[config.mk]
export PLATFORM = sky130hd
export DESIGN_NAME = cluster_core
export DESIGN_NICKNAME = d
export VERILOG_FILES = /design/src/source/mem_pkg.sv /design/src/source/dcr_pkg.sv /design/src/source/cluster_core.sv
export SDC_FILE = /design/constraint.sdc
export NUM_CORES = 1
export LEC_CHECK = 0
export BUFFER_PORTS_ARGS = -buffer_cell sky130_fd_sc_hd__buf_2
export CELL_PAD_IN_SITES_DETAIL_PLACEMENT = 1
export CELL_PAD_IN_SITES_GLOBAL_PLACEMENT = 1
export CORE_ASPECT_RATIO = 1.4
export CORE_MARGIN = 2
export CORE_UTILIZATION = 45
export DETAILED_ROUTE_END_ITERATION = 10
export PLACE_DENSITY = 0.85
export REMOVE_ABC_BUFFERS = 1
export SYNTH_ARGS = -nofsm -noshare
export SYNTH_HDL_FRONTEND = slang
export SYNTH_SLANG_ARGS = --single-unit
[constraint.sdc]
create_clock -name clk -period 12.9 [get_ports clk]
set_input_delay 1.29 -clock clk [delete_from_list [all_inputs] [get_ports clk]]
set_output_delay 1.29 -clock clk [all_outputs]
set_load 0.03 [all_outputs]
[src/source/mem_pkg.sv]
`default_nettype none

package mem_pkg;

    localparam int MEM_ADDR_WIDTH   = 16;
    localparam int MEM_DATA_WIDTH   = 32;
    localparam int MEM_BYTEEN_WIDTH = MEM_DATA_WIDTH / 8;
    localparam int CORE_TAG_WIDTH   = 4;

    // Tag field at the memory port has room for up to 16 clusters
    localparam int CLUSTER_IDX_MAX_BITS = 4;
    localparam int MEM_TAG_MAX_WIDTH    = CORE_TAG_WIDTH + CLUSTER_IDX_MAX_BITS;

    typedef struct packed {
        logic                        valid;
        logic                        rw;
        logic [MEM_ADDR_WIDTH-1:0]   addr;
        logic [MEM_BYTEEN_WIDTH-1:0] byteen;
        logic [MEM_DATA_WIDTH-1:0]   data;
        logic [CORE_TAG_WIDTH-1:0]   tag;
    } core_req_t;

    typedef struct packed {
        logic                        valid;
        logic [MEM_DATA_WIDTH-1:0]   data;
        logic [CORE_TAG_WIDTH-1:0]   tag;
    } core_rsp_t;

    // Tag layout is {cluster index, core tag}, zero extended to the full field
    typedef struct packed {
        logic                         valid;
        logic                         rw;
        logic [MEM_ADDR_WIDTH-1:0]    addr;
        logic [MEM_BYTEEN_WIDTH-1:0]  byteen;
        logic [MEM_DATA_WIDTH-1:0]    data;
        logic [MEM_TAG_MAX_WIDTH-1:0] tag;
    } mem_req_t;

    typedef struct packed {
        logic                         valid;
        logic [MEM_DATA_WIDTH-1:0]    data;
        logic [MEM_TAG_MAX_WIDTH-1:0] tag;
    } mem_rsp_t;

endpackage

`default_nettype wire

[src/source/dcr_pkg.sv]
`default_nettype none

package dcr_pkg;

    localparam int DCR_ADDR_WIDTH = 4;
    localparam int DCR_DATA_WIDTH = 32;

    typedef enum logic [DCR_ADDR_WIDTH-1:0] {
        DCR_BASE_ADDR   = 4'h0,
        DCR_COUNT       = 4'h1,
        DCR_FILL_VALUE  = 4'h2,
        DCR_RESULT_ADDR = 4'h3,
        DCR_START       = 4'h4
    } dcr_addr_e;

    // Carried in bit 0 of the DCR_START data
    typedef enum logic {
        OP_FILL = 1'b0,
        OP_SUM  = 1'b1
    } kernel_op_e;

    typedef struct packed {
        logic                      valid;
        logic [DCR_ADDR_WIDTH-1:0] addr;
        logic [DCR_DATA_WIDTH-1:0] data;
    } dcr_write_t;

endpackage

`default_nettype wire

[src/source/cluster_core.sv]
`timescale 1ns/1ns
`default_nettype none

module cluster_core #(
    parameter int CLUSTER_ID      = 0,
    parameter int MAX_OUTSTANDING = 8
) (
    input  wire                      clk,
    input  wire                      reset,
    input  wire dcr_pkg::dcr_write_t dcr_wr,
    output mem_pkg::core_req_t       core_req,
    input  wire                      core_req_ready,
    input  wire mem_pkg::core_rsp_t  core_rsp,
    output logic                     busy
);

    import mem_pkg::*;
    import dcr_pkg::*;

    typedef enum logic [1:0] {
        IDLE,
        ISSUE,
        DRAIN,
        WRITEBACK
    } state_e;

    localparam int OUT_WIDTH = $clog2(MAX_OUTSTANDING + 1);

    state_e                    state;
    kernel_op_e                op;
    logic [MEM_ADDR_WIDTH-1:0] count;
    logic [MEM_ADDR_WIDTH-1:0] base_addr;
    logic [MEM_ADDR_WIDTH-1:0] result_addr;
    logic [MEM_ADDR_WIDTH-1:0] slice_addr;
    logic [MEM_DATA_WIDTH-1:0] fill_value;
    logic [MEM_DATA_WIDTH-1:0] sum_acc;

    logic [MEM_ADDR_WIDTH-1:0] issue_cnt;
    logic [MEM_ADDR_WIDTH-1:0] rsp_cnt;
    logic [OUT_WIDTH-1:0]      outstanding;
    logic [CORE_TAG_WIDTH-1:0] req_tag;

    logic req_fire;
    logic rd_fire;
    logic cfg_wr;
    logic issue_done;
    logic last_issue;

    assign req_fire   = core_req.valid && core_req_ready;
    assign rd_fire    = req_fire && !core_req.rw;
    assign cfg_wr     = (state == IDLE) && dcr_wr.valid;
    assign issue_done = (issue_cnt == count);
    assign last_issue = (state == ISSUE) && req_fire && (issue_cnt + 1'b1 == count);

    // Configuration is frozen while a kernel runs
    always_ff @(posedge clk) begin
        if (cfg_wr) begin
            case (dcr_wr.addr)
                DCR_BASE_ADDR:   base_addr   <= dcr_wr.data[MEM_ADDR_WIDTH-1:0];
                DCR_FILL_VALUE:  fill_value  <= dcr_wr.data;
                DCR_RESULT_ADDR: result_addr <= dcr_wr.data[MEM_ADDR_WIDTH-1:0];
                DCR_START:       slice_addr  <= base_addr + MEM_ADDR_WIDTH'(CLUSTER_ID) * count;
                default: ;
            endcase
        end
    end

    always_ff @(posedge clk) begin
        if (reset) begin
            state       <= IDLE;
            op          <= OP_FILL;
            count       <= '0;
            issue_cnt   <= '0;
            rsp_cnt     <= '0;
            outstanding <= '0;
            req_tag     <= '0;
        end else begin
            if (req_fire) begin
                req_tag <= req_tag + 1'b1;
            end
            outstanding <= outstanding + OUT_WIDTH'(rd_fire) - OUT_WIDTH'(core_rsp.valid);
            if (core_rsp.valid) begin
                rsp_cnt <= rsp_cnt + 1'b1;
            end

            case (state)
                IDLE: begin
                    if (cfg_wr && dcr_wr.addr == DCR_COUNT) begin
                        count <= dcr_wr.data[MEM_ADDR_WIDTH-1:0];
                    end
                    if (cfg_wr && dcr_wr.addr == DCR_START) begin
                        op        <= kernel_op_e'(dcr_wr.data[0]);
                        issue_cnt <= '0;
                        rsp_cnt   <= '0;
                        state     <= ISSUE;
                    end
                end
                ISSUE: begin
                    if (req_fire) begin
                        issue_cnt <= issue_cnt + 1'b1;
                    end
                    // Leave on the last transfer, or at once for a zero count
                    if (issue_done || last_issue) begin
                        state <= (op == OP_FILL) ? IDLE : DRAIN;
                    end
                end
                DRAIN: begin
                    if (rsp_cnt == count) begin
                        state <= WRITEBACK;
                    end
                end
                WRITEBACK: begin
                    if (req_fire) begin
                        state <= IDLE;
                    end
                end
                default: state <= IDLE;
            endcase
        end
    end

    // Sum restarts from zero at every kernel launch
    always_ff @(posedge clk) begin
        if (state == IDLE) begin
            sum_acc <= '0;
        end else if (core_rsp.valid) begin
            sum_acc <= sum_acc + core_rsp.data;
        end
    end

    always_comb begin
        core_req        = '0;
        core_req.byteen = '1;
        core_req.tag    = req_tag;
        case (state)
            ISSUE: begin
                core_req.valid = !issue_done &&
                                 (op == OP_FILL || outstanding < OUT_WIDTH'(MAX_OUTSTANDING));
                core_req.rw    = (op == OP_FILL);
                core_req.addr  = slice_addr + issue_cnt;
                core_req.data  = fill_value;
            end
            WRITEBACK: begin
                core_req.valid = 1'b1;
                core_req.rw    = 1'b1;
                core_req.addr  = result_addr + MEM_ADDR_WIDTH'(CLUSTER_ID);
                core_req.data  = sum_acc;
            end
            default: ;
        endcase
    end

    assign busy = (state != IDLE);

endmodule

`default_nettype wire

== Word level (Yosys, flattened, before mapping) ==
Index checks and enable logic that the tools add are counted.

* Bits of input ports: 77
* Output and inout bits: 59
* Logic and storage cells: 74
* Register bits: 171

* $lt $le $gt $ge: 1
* Muxes and demuxes: 14
* Bitwise gates (word level): 1
* Equal/unequal tests: 15
* Reductions and logical operators: 24
* Add/sub/neg operators: 7

{| class="wikitable"
|+ Operators by type and width
! cell !! count
|-
| 2-to-1 mux 16 bit || 5
|-
| case mux 32 bit (2 select lines) || 1
|-
| equality test 16 bit || 3
|-
| case mux 18 bit (2 select lines) || 1
|-
| adder 16 x 1 -> 16 bit, second input constant || 2
|-
| adder 32 bit || 1
|-
| case mux 16 bit (2 select lines) || 1
|-
| adder 16 bit || 1
|-
| AND reduction 2 bit || 6
|-
| 2-to-1 mux 2 bit || 5
|-
| equality test 4 x 2 -> 1 bit, second input constant || 2
|-
| logical AND 1 bit || 8
|-
| case mux 2 bit (4 select lines) || 1
|-
| != test 2 bit, second input constant || 3
|-
| adder 4 x 1 -> 4 bit || 1
|-
| adder 4 x 1 -> 4 bit, second input constant || 1
|-
| equality test 2 bit, second input constant || 2
|-
| equality test 4 x 1 -> 1 bit, second input constant || 1
|-
| equality test 4 x 3 -> 1 bit, second input constant || 1
|-
| logical NOT 4 bit || 1
|-
| < comparator 4 bit, second input constant || 1
|-
| != test 2 x 1 -> 1 bit, second input constant || 2
|-
| AND reduction 4 bit || 1
|-
| nonzero test 2 bit || 2
|-
| 7 further kinds || 9
|}

== Depth between registers and ports, before layout ==
* Depth after elaboration: 10
* Mapped depth: 14
* Gate-level depth less buffers: 13

== Least setup slack after synthesis ==
No wires, ideal clock.

* Kind: input to register
* From: input dcr_wr[35] in the netlist's numbering
* To: register fill_value[0] (enable)
* Path buffers: 0
* Arrival time: 4.503 ns
* Stages: 1
* Data required time: 12.395 ns
* Setup slack: 7.892 ns
* Library setup time: 0.505 ns
* Cell sequence: nor4_1

* Longest elaborated chain between the ends: 2

{| class="wikitable"
|+ Ends and longest elaborated chain
! what !! line !! text
|-
| start, declared || cluster_core.sv:10 || <nowiki>input wire dcr_pkg::dcr_write_t dcr_wr,</nowiki>
|-
| equality test 4 x 2 -> 1 bit || cluster_core.sv:58 || <nowiki>case (dcr_wr.addr)</nowiki>
|-
| AND reduction 2 bit (no line) || n/a ||
|-
| end signal, assigned || cluster_core.sv:60 || <nowiki>DCR_FILL_VALUE: fill_value <= dcr_wr.data;</nowiki>
|-
| end, declared || cluster_core.sv:35 || <nowiki>logic [MEM_DATA_WIDTH-1:0] fill_value;</nowiki>
|}

Every way passes these cells.
A chain may end at the register's enable or synchronous reset.

==> run summary <==
run status - finished, final reports clean
CTS Sinks - 171
GR Util met2 - 46.2%
clk_lat worst skew - 0.44 ns
layout cells sized above 1 - 17.1%
Remaining DRCs - 0
global route overflow - 0
total power - 0.00120 W
CP Capture Point - core_req[55]
Max-cap violations - 0
post-synthesis compound-gate area fraction - 11.8%
final setup TNS - 0 ns
Post-synth EDFFs - 80
hold crit path type - reg2reg
Area contributors post-synth - edfxtp_1 25%, dfxtp_1 19%, mux2i_1 7.3%
CORE AREA - 0.0210 mm^2
Root Buffer - clkbuf_16
first-pass GRT wire length - 43600 um
# rows - 63
hold_buf cts - 0
Bufs and invs on worst path - 1
drt pass-1 iters - 4
Setup crit end kind - primary output
final setup vio count - 0
most frequent cells in the layout - 160 x nor2_1, 127 x buf_2, 90 x dfxtp_1
Synth Area in Adders - 7.58%
nets - 1219
CP arrival - 4.45 ns
max incr delay on CP - 0.95 ns
Via density - 5.74
r2r setup slk - 9.35 ns
XOR/XNOR Fraction of Synth Area - 10.4%
Tmin final - 5.74 ns
Max IR drop VDD - 0.0858 mV
largest area contributor in the netlist - edfxtp_1
initial antenna violation count - 0
die width - 127 um
Pwr per Cell Area - 110 mW/mm^2
final antenna-violating net count - 0
all-layer global routing usage - 25.0%
Worst-path clk slew - 0.06 ns
CP top delay family - compound AO/OA/AOI/OAI gates
Netlist cell types - 77
RSZ-0062 raised after global routing - false
FILL cells - 2432
R2R Path End - issue_cnt[8]$_SDFFE_PP0P_
FF+latch count, synth - 171
via count - 7811
CTS Buffer Depth - 2
Post-CTS Repair Setup Buffers - 0
met3 usage - 4.82%
Inserted Clock Buffers - 17
Layout Skew - 0.00936 ns
ys async rst share - 0%
largest net degree at the start of global routing - 53
Synth warnings - 0
met1 Resource Use GR - 25.2%
final hold violations - 0
CTS tree - yes
Area after DPL - 0.0104 mm^2
Initial Utilization - 45.5%
post-cts sizing count - 0
cells on worst reg2reg path - 11
Mean Syn Cell Area - 9.83 um^2
fmax - 0.174 GHz
Post-Syn Instances - 971
count of buffers from port buffering - 127
Static Leak - 4.71 nW
CP startpoint - issue_cnt[1]$_SDFFE_PP0P_
WP data required - 11.61 ns
Crit Path Class - reg2out
mux contribution to synthesized area - 7.34%
Simple-Gate Fraction of Synth Area - 15.7%
Crit path depth - 12
CP Launch Type - flip-flop
Main synth FF type - dfxtp_1
H-Tree Depth - 4
initial drt markers - 374
relative slew slack - 25.4%
die area - 0.0224 mm^2
Die Ht - 176 um
Seq/Total Area, Yosys - 44.3%
gpl congestion - 0.831
post-route design area - 0.0110 mm^2
Post-Syn Area - 0.00954 mm^2
IO Pins - 136
routed wire length - 27400 um
Worst-Margin Slew - 1.12 ns
vias in the first global route - 8549
most utilized layer in the global route result - met2
Final Max Slew Viols - 0
final worst-path cycle share - 44.5%
largest family of logic cells by synthesized area - simple AND/OR/NAND/NOR gates
commonest non-fill, non-tap cell in the layout - nor2_1
Synth top area share - 25.2%
area grow syn2layout - 14.9%
Critical-path top delay cell - a2111oi_0
HPWL after DPL - 19600 um
Cell Chain, Critical Path - ha_1 -> a21o_1 -> a21o_1 -> a2111oi_0 -> nor3_1 -> nor2_1 -> a21oi_1 -> a21oi_1 -> o21ai_0 -> and4b_1 -> nor4_1 -> buf_2
Max FO, Critical Path - 8
WL/cell - 20.1 um
-- where the power goes --
| part | switching [W] | total, W | internal (W) | leakage, nW |
|---|---|---|---|---|
| clock | 0.000221 | 0.000522 | 0.000300 | 0.286 |
| sequential | 0.00000683 | 0.000582 | 0.000575 | 1.46 |
| combinational | 0.0000598 | 0.0000991 | 0.0000393 | 2.97 |
-- layer usage --
metal  routed length (um)  share of wire [%]  vias up
met2                14800                 54      193
li1                     -                  -     3686
met1                10100                 37     3837
met5                    0                  0        -
met3                  900                3.3       95
met4                 1630                6.0        0
-- synthesized netlist by cell type (4+ instances only) --
cell      instances
or3_1             7
mux2i_1          70
a21oi_1          60
clkbuf_1         23
xnor2_1          62
ha_1             53
xor2_1           51
nor2b_1           7
buf_1             7
nand2_1          49
nand2b_1          7
nor3_1           11
dfxtp_1          91
inv_1            20
and3_1           10
and2_1            4
buf_4             4
a31oi_1          10
a211oi_1         10
nand4_1          11
a21o_1           23
nand3_1          31
buf_2             4
edfxtp_1         80
o21ai_0          30
nor2_1          160
nor4_1            9
-- area by class of cell --
class	instances	area, um^2	share of cell area (%)
clock inverter	10	116	1.06
inverter	20	75.1	0.684
clock buffer	22	474	4.32
timing repair buffer	134	688	6.27
tap	260	325	2.97
sequential	171	4230	38.5
multi-input combinational	742	5060	46.1
antenna	1	2.50	0.0228
-- registers in the layout, summed over array words and instances, names as in the netlist, named ones only --
register	cells
issue_cnt	16
req_tag	4
sum_acc	32
outstanding	4
result_addr	16
rsp_cnt	16
base_addr	16
fill_value	32
slice_addr	16
state	1
count	16
op	1
-- cells by family (layout without fill, tap and decap cells) --
kind of cell / Yosys count / after routing
AOI/OAI and AO/OA: 172 / 172
xor gates and xnor gates: 113 / 113
adders and majority gates: 56 / 56
buffers and inverters: 61 / 186
DFF: 171 / 171
muxes: 70 / 70
other: 1 / 5
and+or+nand+nor: 327 / 327
-- stage by stage --
step	util, %	setup WS, ns	std cells	hold WS (ns)
after floorplan	-	7.10	933	0.400
after global placement	49.5	8.05	1327	0.401
after detailed placement	49.5	7.98	1327	0.405
after CTS	52.3	7.13	1359	0.420
after global routing	52.3	7.06	1359	0.428
final	52.3	7.16	1360	0.418
-- worst min path at each step --
| stage | depth (start not counted) | slack [ns] | start | endpoint |
|---|---|---|---|---|
| after floorplan | 0 | 0.40 | base_addr[0]$_DFFE_PP_ | slice_addr[0]$_DFFE_PP_ |
| after global placement | 0 | 0.40 | base_addr[1]$_DFFE_PP_ | slice_addr[1]$_DFFE_PP_ |
| after detailed placement | 0 | 0.41 | base_addr[13]$_DFFE_PP_ | slice_addr[13]$_DFFE_PP_ |
| after CTS | 0 | 0.42 | base_addr[13]$_DFFE_PP_ | slice_addr[13]$_DFFE_PP_ |
| after global routing | 0 | 0.43 | base_addr[7]$_DFFE_PP_ | slice_addr[7]$_DFFE_PP_ |
| final | 0 | 0.42 | base_addr[13]$_DFFE_PP_ | slice_addr[13]$_DFFE_PP_ |
Note: power is estimated with default switching activity, not from simulation.
